File: src/design/bus_guard_config.svh
// #########################################################################
// Width and depth macros for the shared-bus guard
// #########################################################################

`ifndef BUS_GUARD_CONFIG_SVH
`define BUS_GUARD_CONFIG_SVH

// Address width of both manager ports and the shared bus
`define BG_ADDR_W 32

// Read and write data width
`define BG_DATA_W 32

// Number of address phases that may wait for their response at once
`define BG_MAX_OUTST 4

// Width of the outstanding count, wide enough to hold BG_MAX_OUTST itself
`define BG_CNT_W 3

`endif

File: src/design/bus_guard_pkg.sv
// #########################################################################
// Shared types of the bus guard: bus fields, owner index, count, alert FSM
// #########################################################################

`default_nettype none

`include "bus_guard_config.svh"

package bus_guard_pkg;

  // Byte address carried by an OBI address phase
  typedef logic [`BG_ADDR_W-1:0] addr_t;

  // Write data from a manager or read data from the subordinate
  typedef logic [`BG_DATA_W-1:0] data_t;

  // Index of the manager port, 0 is instruction fetch and 1 is data access
  typedef logic owner_t;

  // Address phases still waiting for a response
  typedef logic [`BG_CNT_W-1:0] outst_cnt_t;

  // Alert unit states, LOCKED is terminal until reset
  typedef enum logic [1:0] {
    NORMAL  = 2'b00,
    ALERTED = 2'b01,
    LOCKED  = 2'b10
  } alert_state_e;

endpackage

`default_nettype wire

File: src/design/bus_alert_unit.sv
// #########################################################################
// Alert FSM giving a sticky major alert with lockdown and a minor pulse
// #########################################################################

`timescale 1ns/1ps
`default_nettype none

module bus_alert_unit
  import bus_guard_pkg::*;
(
  input  wire  clk_i,
  input  wire  rst_ni,
  input  wire  i_fault,
  input  wire  i_rsp_err,
  output logic o_alert_major,
  output logic o_alert_minor,
  output logic o_lock
);

  alert_state_e state_q;
  alert_state_e state_d;
  logic         minor_q;

  // Once a fault is seen the unit never returns to NORMAL before reset
  always_comb begin
    state_d = state_q;
    case (state_q)
      NORMAL: begin
        if (i_fault) begin
          state_d = ALERTED;
        end
      end
      ALERTED: state_d = LOCKED;
      LOCKED:  state_d = LOCKED;
      // An illegal encoding is treated as an attack and locks the bus
      default: state_d = LOCKED;
    endcase
  end

  always_ff @(posedge clk_i) begin
    if (!rst_ni) begin
      state_q <= NORMAL;
      minor_q <= 1'b0;
    end else begin
      state_q <= state_d;
      // Bus errors are reported in every state, one cycle late
      minor_q <= i_rsp_err;
    end
  end

  assign o_alert_major = (state_q != NORMAL);
  assign o_alert_minor = minor_q;
  // The arbiter stops granting for as long as the major alert stands
  assign o_lock        = o_alert_major;

endmodule

`default_nettype wire

File: src/design/bus_guard_top.sv
// #########################################################################
// Bus guard top: arbiter, response router and alert unit between two
// OBI managers and the shared bus
// #########################################################################

`timescale 1ns/1ps
`default_nettype none

module bus_guard_top
  import bus_guard_pkg::*;
(
  input  wire        clk_i,
  input  wire        rst_ni,
  // Instruction fetch manager
  input  wire        i_m0_req,
  input  addr_t      i_m0_addr,
  input  wire        i_m0_we,
  input  data_t      i_m0_wdata,
  output logic       o_m0_gnt,
  output logic       o_m0_rvalid,
  output data_t      o_m0_rdata,
  output logic       o_m0_err,
  // Data access manager
  input  wire        i_m1_req,
  input  addr_t      i_m1_addr,
  input  wire        i_m1_we,
  input  data_t      i_m1_wdata,
  output logic       o_m1_gnt,
  output logic       o_m1_rvalid,
  output data_t      o_m1_rdata,
  output logic       o_m1_err,
  // Shared subordinate bus
  output logic       o_bus_req,
  output addr_t      o_bus_addr,
  output logic       o_bus_we,
  output data_t      o_bus_wdata,
  input  wire        i_bus_gnt,
  input  wire        i_bus_rvalid,
  input  data_t      i_bus_rdata,
  input  wire        i_bus_err,
  // Security status
  output logic       o_alert_major,
  output logic       o_alert_minor,
  output outst_cnt_t o_outst_cnt
);

  logic   push;
  owner_t push_owner;
  logic   full;
  logic   lock;
  logic   fault;
  data_t  rsp_rdata;
  logic   rsp_err;

  obi_arbiter obi_arbiter_inst (
    .clk_i        (clk_i),
    .rst_ni       (rst_ni),
    .i_m0_req     (i_m0_req),
    .i_m0_addr    (i_m0_addr),
    .i_m0_we      (i_m0_we),
    .i_m0_wdata   (i_m0_wdata),
    .i_m1_req     (i_m1_req),
    .i_m1_addr    (i_m1_addr),
    .i_m1_we      (i_m1_we),
    .i_m1_wdata   (i_m1_wdata),
    .i_bus_gnt    (i_bus_gnt),
    .i_full       (full),
    .i_lock       (lock),
    .o_m0_gnt     (o_m0_gnt),
    .o_m1_gnt     (o_m1_gnt),
    .o_bus_req    (o_bus_req),
    .o_bus_addr   (o_bus_addr),
    .o_bus_we     (o_bus_we),
    .o_bus_wdata  (o_bus_wdata),
    .o_push       (push),
    .o_push_owner (push_owner)
  );

  obi_resp_router obi_resp_router_inst (
    .clk_i        (clk_i),
    .rst_ni       (rst_ni),
    .i_push       (push),
    .i_push_owner (push_owner),
    .i_bus_rvalid (i_bus_rvalid),
    .i_bus_rdata  (i_bus_rdata),
    .i_bus_err    (i_bus_err),
    .o_m0_rvalid  (o_m0_rvalid),
    .o_m1_rvalid  (o_m1_rvalid),
    .o_rdata      (rsp_rdata),
    .o_rsp_err    (rsp_err),
    .o_full       (full),
    .o_fault      (fault),
    .o_outst_cnt  (o_outst_cnt)
  );

  bus_alert_unit bus_alert_unit_inst (
    .clk_i         (clk_i),
    .rst_ni        (rst_ni),
    .i_fault       (fault),
    .i_rsp_err     (rsp_err),
    .o_alert_major (o_alert_major),
    .o_alert_minor (o_alert_minor),
    .o_lock        (lock)
  );

  // Both ports share the response data, their rvalid tells which one owns it
  assign o_m0_rdata = rsp_rdata;
  assign o_m1_rdata = rsp_rdata;
  assign o_m0_err   = rsp_err;
  assign o_m1_err   = rsp_err;

endmodule

`default_nettype wire

File: src/design/obi_arbiter.sv
// #########################################################################
// Round-robin arbiter placing one of two OBI managers on the shared bus
// #########################################################################

`timescale 1ns/1ps
`default_nettype none

module obi_arbiter
  import bus_guard_pkg::*;
(
  input  wire    clk_i,
  input  wire    rst_ni,
  input  wire    i_m0_req,
  input  addr_t  i_m0_addr,
  input  wire    i_m0_we,
  input  data_t  i_m0_wdata,
  input  wire    i_m1_req,
  input  addr_t  i_m1_addr,
  input  wire    i_m1_we,
  input  data_t  i_m1_wdata,
  input  wire    i_bus_gnt,
  input  wire    i_full,
  input  wire    i_lock,
  output logic   o_m0_gnt,
  output logic   o_m1_gnt,
  output logic   o_bus_req,
  output addr_t  o_bus_addr,
  output logic   o_bus_we,
  output data_t  o_bus_wdata,
  output logic   o_push,
  output owner_t o_push_owner
);

  // Port that wins a tie, 0 after reset
  owner_t rr_q;
  // Port whose fields are currently driven onto the bus
  owner_t sel;
  // No new address phase may start while the record is full or in lockdown
  logic   allow;

  assign allow = ~i_full & ~i_lock;

  // A lone requester always wins, the pointer only breaks ties
  always_comb begin
    if (i_m0_req && i_m1_req) begin
      sel = rr_q;
    end else if (i_m1_req) begin
      sel = 1'b1;
    end else begin
      sel = 1'b0;
    end
  end

  // The bus sees a request only when the guard lets one through
  assign o_bus_req   = (i_m0_req | i_m1_req) & allow;
  assign o_bus_addr  = sel ? i_m1_addr : i_m0_addr;
  assign o_bus_we    = sel ? i_m1_we : i_m0_we;
  assign o_bus_wdata = sel ? i_m1_wdata : i_m0_wdata;

  // Grant is forwarded in the same cycle, to the selected port only
  assign o_m0_gnt = o_bus_req & i_bus_gnt & (sel == 1'b0);
  assign o_m1_gnt = o_bus_req & i_bus_gnt & (sel == 1'b1);

  // A completed address phase is handed to the router with its owner
  assign o_push       = o_bus_req & i_bus_gnt;
  assign o_push_owner = sel;

  // After each completed phase the other port gets priority
  always_ff @(posedge clk_i) begin
    if (!rst_ni) begin
      rr_q <= 1'b0;
    end else if (o_push) begin
      rr_q <= ~sel;
    end
  end

endmodule

`default_nettype wire

File: src/design/obi_resp_router.sv
// #########################################################################
// In-order owner record that steers OBI responses back to their manager
// and flags a response that has no outstanding address phase
// #########################################################################

`timescale 1ns/1ps
`default_nettype none

`include "bus_guard_config.svh"

module obi_resp_router
  import bus_guard_pkg::*;
(
  input  wire        clk_i,
  input  wire        rst_ni,
  input  wire        i_push,
  input  owner_t     i_push_owner,
  input  wire        i_bus_rvalid,
  input  data_t      i_bus_rdata,
  input  wire        i_bus_err,
  output logic       o_m0_rvalid,
  output logic       o_m1_rvalid,
  output data_t      o_rdata,
  output logic       o_rsp_err,
  output logic       o_full,
  output logic       o_fault,
  output outst_cnt_t o_outst_cnt
);

  localparam int unsigned ptr_w = (`BG_MAX_OUTST > 1) ? $clog2(`BG_MAX_OUTST) : 1;

  typedef logic [ptr_w-1:0] ptr_t;

  // Circular FIFO of owners, the oldest sits at the read pointer
  owner_t     owner_q [`BG_MAX_OUTST];
  ptr_t       wr_ptr_q;
  ptr_t       rd_ptr_q;
  outst_cnt_t cnt_q;
  logic       empty;
  logic       push_ok;
  logic       pop;
  owner_t     head_owner;

  // Advance a pointer and wrap at the record depth, any depth works
  function automatic ptr_t ptr_inc(input ptr_t p);
    ptr_t nxt;
    if (p == ptr_t'(`BG_MAX_OUTST - 1)) begin
      nxt = '0;
    end else begin
      nxt = p + ptr_t'(1);
    end
    return nxt;
  endfunction

  assign empty  = (cnt_q == '0);
  assign o_full = (cnt_q == outst_cnt_t'(`BG_MAX_OUTST));

  // The arbiter already holds off when full, this keeps the record intact anyway
  assign push_ok = i_push & ~o_full;

  // Only a response with a matching address phase is consumed
  assign pop     = i_bus_rvalid & ~empty;
  // A response into an empty record is the protocol fault, it is never routed
  assign o_fault = i_bus_rvalid & empty;

  assign head_owner = owner_q[rd_ptr_q];

  assign o_m0_rvalid = pop & (head_owner == 1'b0);
  assign o_m1_rvalid = pop & (head_owner == 1'b1);

  // Data and error are masked outside a routed response so a glitch leaks nothing
  assign o_rdata   = pop ? i_bus_rdata : '0;
  assign o_rsp_err = pop & i_bus_err;

  assign o_outst_cnt = cnt_q;

  // Owner storage needs no reset, entries are only read once counted
  always_ff @(posedge clk_i) begin
    if (push_ok) begin
      owner_q[wr_ptr_q] <= i_push_owner;
    end
  end

  // Pointers and count, a push and a pop together leave the count alone
  always_ff @(posedge clk_i) begin
    if (!rst_ni) begin
      wr_ptr_q <= '0;
      rd_ptr_q <= '0;
      cnt_q    <= '0;
    end else begin
      if (push_ok) begin
        wr_ptr_q <= ptr_inc(wr_ptr_q);
      end
      if (pop) begin
        rd_ptr_q <= ptr_inc(rd_ptr_q);
      end
      case ({push_ok, pop})
        2'b10:   cnt_q <= cnt_q + outst_cnt_t'(1);
        2'b01:   cnt_q <= cnt_q - outst_cnt_t'(1);
        default: cnt_q <= cnt_q;
      endcase
    end
  end

endmodule

`default_nettype wire

File: config.mk
export PLATFORM = sky130hd
export DESIGN_NAME = bus_guard_top
export DESIGN_NICKNAME = d
export VERILOG_FILES = /design/src/design/bus_guard_pkg.sv /design/src/design/bus_alert_unit.sv /design/src/design/bus_guard_top.sv /design/src/design/obi_arbiter.sv /design/src/design/obi_resp_router.sv
export VERILOG_INCLUDE_DIRS = /design/src /design/src/design
export SDC_FILE = /design/constraint.sdc
export NUM_CORES = 1
export LEC_CHECK = 0
export ABC_AREA = 1
export BUFFER_PORTS_ARGS = -buffer_cell sky130_fd_sc_hd__buf_2
export CORE_AREA = 5 5 116 118
export CTS_BUF_LIST = sky130_fd_sc_hd__clkbuf_4
export DETAILED_ROUTE_END_ITERATION = 7
export DIE_AREA = 0 0 121 123
export SLEW_MARGIN = 0
export SYNTH_ARGS = -nofsm -noshare
export SYNTH_HDL_FRONTEND = slang
export SYNTH_HIERARCHICAL = 1
export SYNTH_SLANG_ARGS = --single-unit
File: constraint.sdc
create_clock -name clk_i -period 1.93 [get_ports clk_i]
set_input_delay 0.193 -clock clk_i [delete_from_list [all_inputs] [get_ports clk_i]]
set_output_delay 0.193 -clock clk_i [all_outputs]
set_load 0.05 [all_outputs]
==> results.toml <==
[timing]
totalNegativeSetupSlack_ps = 0
worstMarginPinSlew_ps = 287
period_needed_ps = 1850
postLayoutSetupSlackWorst_ps = 84.0
grt_setup_unrepaired = "yes"
report.final.slew_viol_count = 0
maxClockFrequency_mhz = 542
finalHoldViolations = 0
finalSetupViolCount = 0
final_cycle_share_pct = 95.6
fin_worst_skew_ps = 9.84
timing.max_slew.rel_slack_pct = 81.0

[power]
p_comb_share_pct = 83.4
internal_power_uw = 1450
power.density_nw_per_um2 = 1140
post-layout-total-power_uw = 4470
switching_share_pct = 67.5
worst_ir_drop_vdd_mv = 0.344
clock_power_share_pct = 4.5
p_sw_uw = 3020
leakage_power_uw = 0.00269
sequentialPowerShare_pct = 12.1

[yosys]
synthDominantAreaCellType = "nand2_1"
synth_enable_flop_cells = 4
synth_seq_area_share_pct = 16.6
synth_async_sr_flop_share_pct = 0
synth_top_cells_by_area = "nand2_1 (36%), buf_4 (13%), dfxtp_1 (11%)"
synthesized_area_sq_um = 2290
yosysWarningCount = 6
yosys.area.top_type_share_pct = 36.1
synthDistinctLibCells = 24
postSynth.topFlopCell = "dfxtp_1"
mappedNetlistNets = 605
synth.ff_latch_count = 17
synth.avg_cell_area_sq_um = 5.33
syn-instance-count = 429

[critical_path]
worst_path_dominant_cell_family = "simple AND/OR/NAND/NOR gates"
cp.arrival_ps = 2050
crit_buf_inv = 5
crit_path_max_incr_delay_ps = 370
cp_max_fo = 3
crit_reg_reg_startpoint = "obi_resp_router_inst/o_outst_cnt[0]"
r2r_slack_ps = 80
start_kind = "flip-flop"
cp_cell_sequence = "nor2_4 > nand2_2 > inv_2 > nor2_2 > nand3_2 > inv_2 > nand2_4 > ha_4 > inv_2 > fa_2 > inv_1 > nand2_1 > nand3_1 > nand2_1 > inv_1 > nor2_1"
timing.critical_path.mode_cell = "inv_2"
critical_path.endpoint_type = "flip-flop"
worstReg2RegEnd = "obi_resp_router_inst/o_outst_cnt[2]"
worst-setup-path-type = "reg -> reg"
rr_worst_depth = 16
cp_num_cells = 16
critical_path.slowest_cell = "dfxtp_4"
worst_ep_required_time_ps = 2130

[layout]
postLayoutCellArea_sq_um = 3930
drive_above_1_share_pct = 54.1
num-nets-final = 878
combined_area_of_the_multi_input_logic_cells_sq_um = 1390
final_cell_count_no_fill = 873
fillCellCount = 1404
ff_latch_area_sq_um = 392
area_growth_syn_to_layout_pct = 72.0
ant_diodes = 0

[clocking]
cts_clk_pin_slew_worst_paths_ps = 100
clockBufferDepth = 2
number_of_buffers_created_by_cts = 3
clkLatencyLatePin_ps = 290
cts_tree = "built"
cts_max_level = 1
clock_sinks = 17
cts_root_buffer = "clkbuf_4"

[drt]
antenna_left = 0
detail_route.first_pass.iterations = 4
drtIter0Drc = 75
detailroute.via_count = 3250
route.detailed.vias_per_inst = 3.72
drc = 0
wl_mm = 10.2
post_drt_wl_per_cell_um = 11.7

[run_status]
run_status = "completed"

[placed_design]
port_buffers = 309
dp_hpwl_mm = 9.06
place.gp.congestion = 0.745
place_area_sq_um = 3850
pre_cts_ws_ps = 70.2
placed_cells_incl_taps = 867

[min_path]
holdPathStages = 3
whs_endpoint = "obi_resp_router_inst/o_outst_cnt[2]"
min-delay-path-class = "in -> reg"
hold_path.startpoint = "rst_ni"

[grt]
grt_use_met1_pct = 13.0
groute.layer.met2.usage_pct = 22.4
grt_util_met3_pct = 4.07
gr-usage-all-layers_pct = 11.8
grt_start_max_net_pins = 45
first_global_vias = 2932
global_route_total_overflow = 0
grt.busiest_layer = "met2"
global_route_wire_length_before_repair_mm = 14.2
grt_antenna_before_repair = 1

[floorplanning]
chipHeight_um = 123
floorplan.io_pins = 310
start_util_pct = 18.5
core_area_sq_um = 12400
die_area_sq_um = 14900
horizontal_die_dimension_um = 121
std_cell_rows = 41

[job]
cap_viol_max_count = 0
==> how the worst max path moves through the flow <==
stage,end,slack (ps),start
after floorplan,obi_resp_router_inst/o_outst_cnt[1],20,bus_alert_unit_inst/state_q[0]
after global placement,obi_resp_router_inst/o_outst_cnt[2],120,obi_resp_router_inst/o_outst_cnt[1]
after detailed placement,obi_resp_router_inst/o_outst_cnt[2],70,obi_resp_router_inst/o_outst_cnt[1]
after CTS,o_bus_addr[7],10,obi_arbiter_inst/rr_q
after global routing,obi_resp_router_inst/o_outst_cnt[2],-20,obi_resp_router_inst/o_outst_cnt[0]
final,obi_resp_router_inst/o_outst_cnt[2],80,obi_resp_router_inst/o_outst_cnt[0]
==> logic make-up (layout without fill, tap and decap cells) <==
| logic type | count (synthesis) | after routing | share of synthesized area [%] |
|---|---|---|---|
| AND/OR/NAND/NOR | 286 | 286 | 49.7 |
| AO/OA/AOI/OAI | 8 | 8 | 2.24 |
| adder cells (fa/ha/maj) | 7 | 7 | 4.16 |
| flip-flops | 17 | 17 | 16.6 |
| buffers and inverters | 111 | 383 | 27.3 |
==> cells in the mapped netlist (2+ instances only) <==
master,number
inv_1,58
buf_6,6
inv_2,2
dfxtp_1,13
nand2_1,220
a21oi_1,5
nand2_4,3
ha_1,6
buf_2,3
nand3_1,3
nor2_1,46
buf_4,39
edfxtp_1,4
nor2_2,9
o21ai_0,2
clkbuf_1,2
==> cells in the final DEF, fill, tap and decap left out, types with 2 or more instances in the layout <==
cell type | netlist | final
a21oi_1 | 5 | 5
buf_12 | 0 | 3
buf_2 | 3 | 306
buf_4 | 39 | 7
clkbuf_4 | 0 | 5
dfxtp_1 | 13 | 10
dfxtp_4 | 0 | 3
edfxtp_1 | 4 | 4
ha_1 | 6 | 5
inv_1 | 58 | 55
inv_2 | 2 | 5
nand2_1 | 220 | 218
nand2_2 | 1 | 2
nand2_4 | 3 | 4
nand3_1 | 3 | 2
nor2_1 | 46 | 18
nor2_2 | 9 | 35
nor2_4 | 0 | 2
o21ai_0 | 2 | 2
==> per-layer routing <==
layer	vias to the layer above	share of wire [%]
met5	-	0.11
met4	2	0.95
met3	8	12
met2	191	51
met1	1305	36
li1	1744	-
==> power groups by stage <==
stage               registers [uW]  logic (uW)  clock network (uW)
finish                         539        3730                 203
floorplan                      631        2970                   0
detailed placement             552        3710                   0
global placement               549        3700                   0
CTS                            544        3720                 215
global route                   552        3980                 236
==> through the flow <==
| step | utilization [%] | hold WS, ps |
|---|---|---|
| 2_1_floorplan | - | 291 |
| 3_3_place_gp | 31.2 | 450 |
| 3_5_place_dp | 31.2 | 465 |
| 4_1_cts | 31.4 | 220 |
| 5_1_grt | 31.8 | 220 |
| 6_report | 31.8 | 225 |
==> timing repair <==
action | 4_1_cts | 5_1_grt
gates resized for setup | 1 | 12
hold buffers | 0 | 0
setup endpoints to repair | 1 | 45
setup buffers | 0 | 2
pin swaps | 0 | 6
==> worst reg2reg max path: stages, from the launching register on <==
cell     delay, ps
dfxtp_4        370
nor2_4         140
nand2_2        100
inv_2           60
nor2_2          40
nand3_2         80
inv_2           50
nand2_4         60
ha_4           130
inv_2           50
fa_2           360
inv_1           60
nand2_1         60
nand3_1         60
nand2_1         50
inv_1           50
nor2_1          30
==> layout make-up <==
type	count	area share, %
timing repair buffer	319	42.7
tap	172	5.47
clock buffer	4	0.764
inverter	60	5.73
multi-input combinational	301	35.4
sequential	17	9.96
Power figures use the tool's default switching activity.
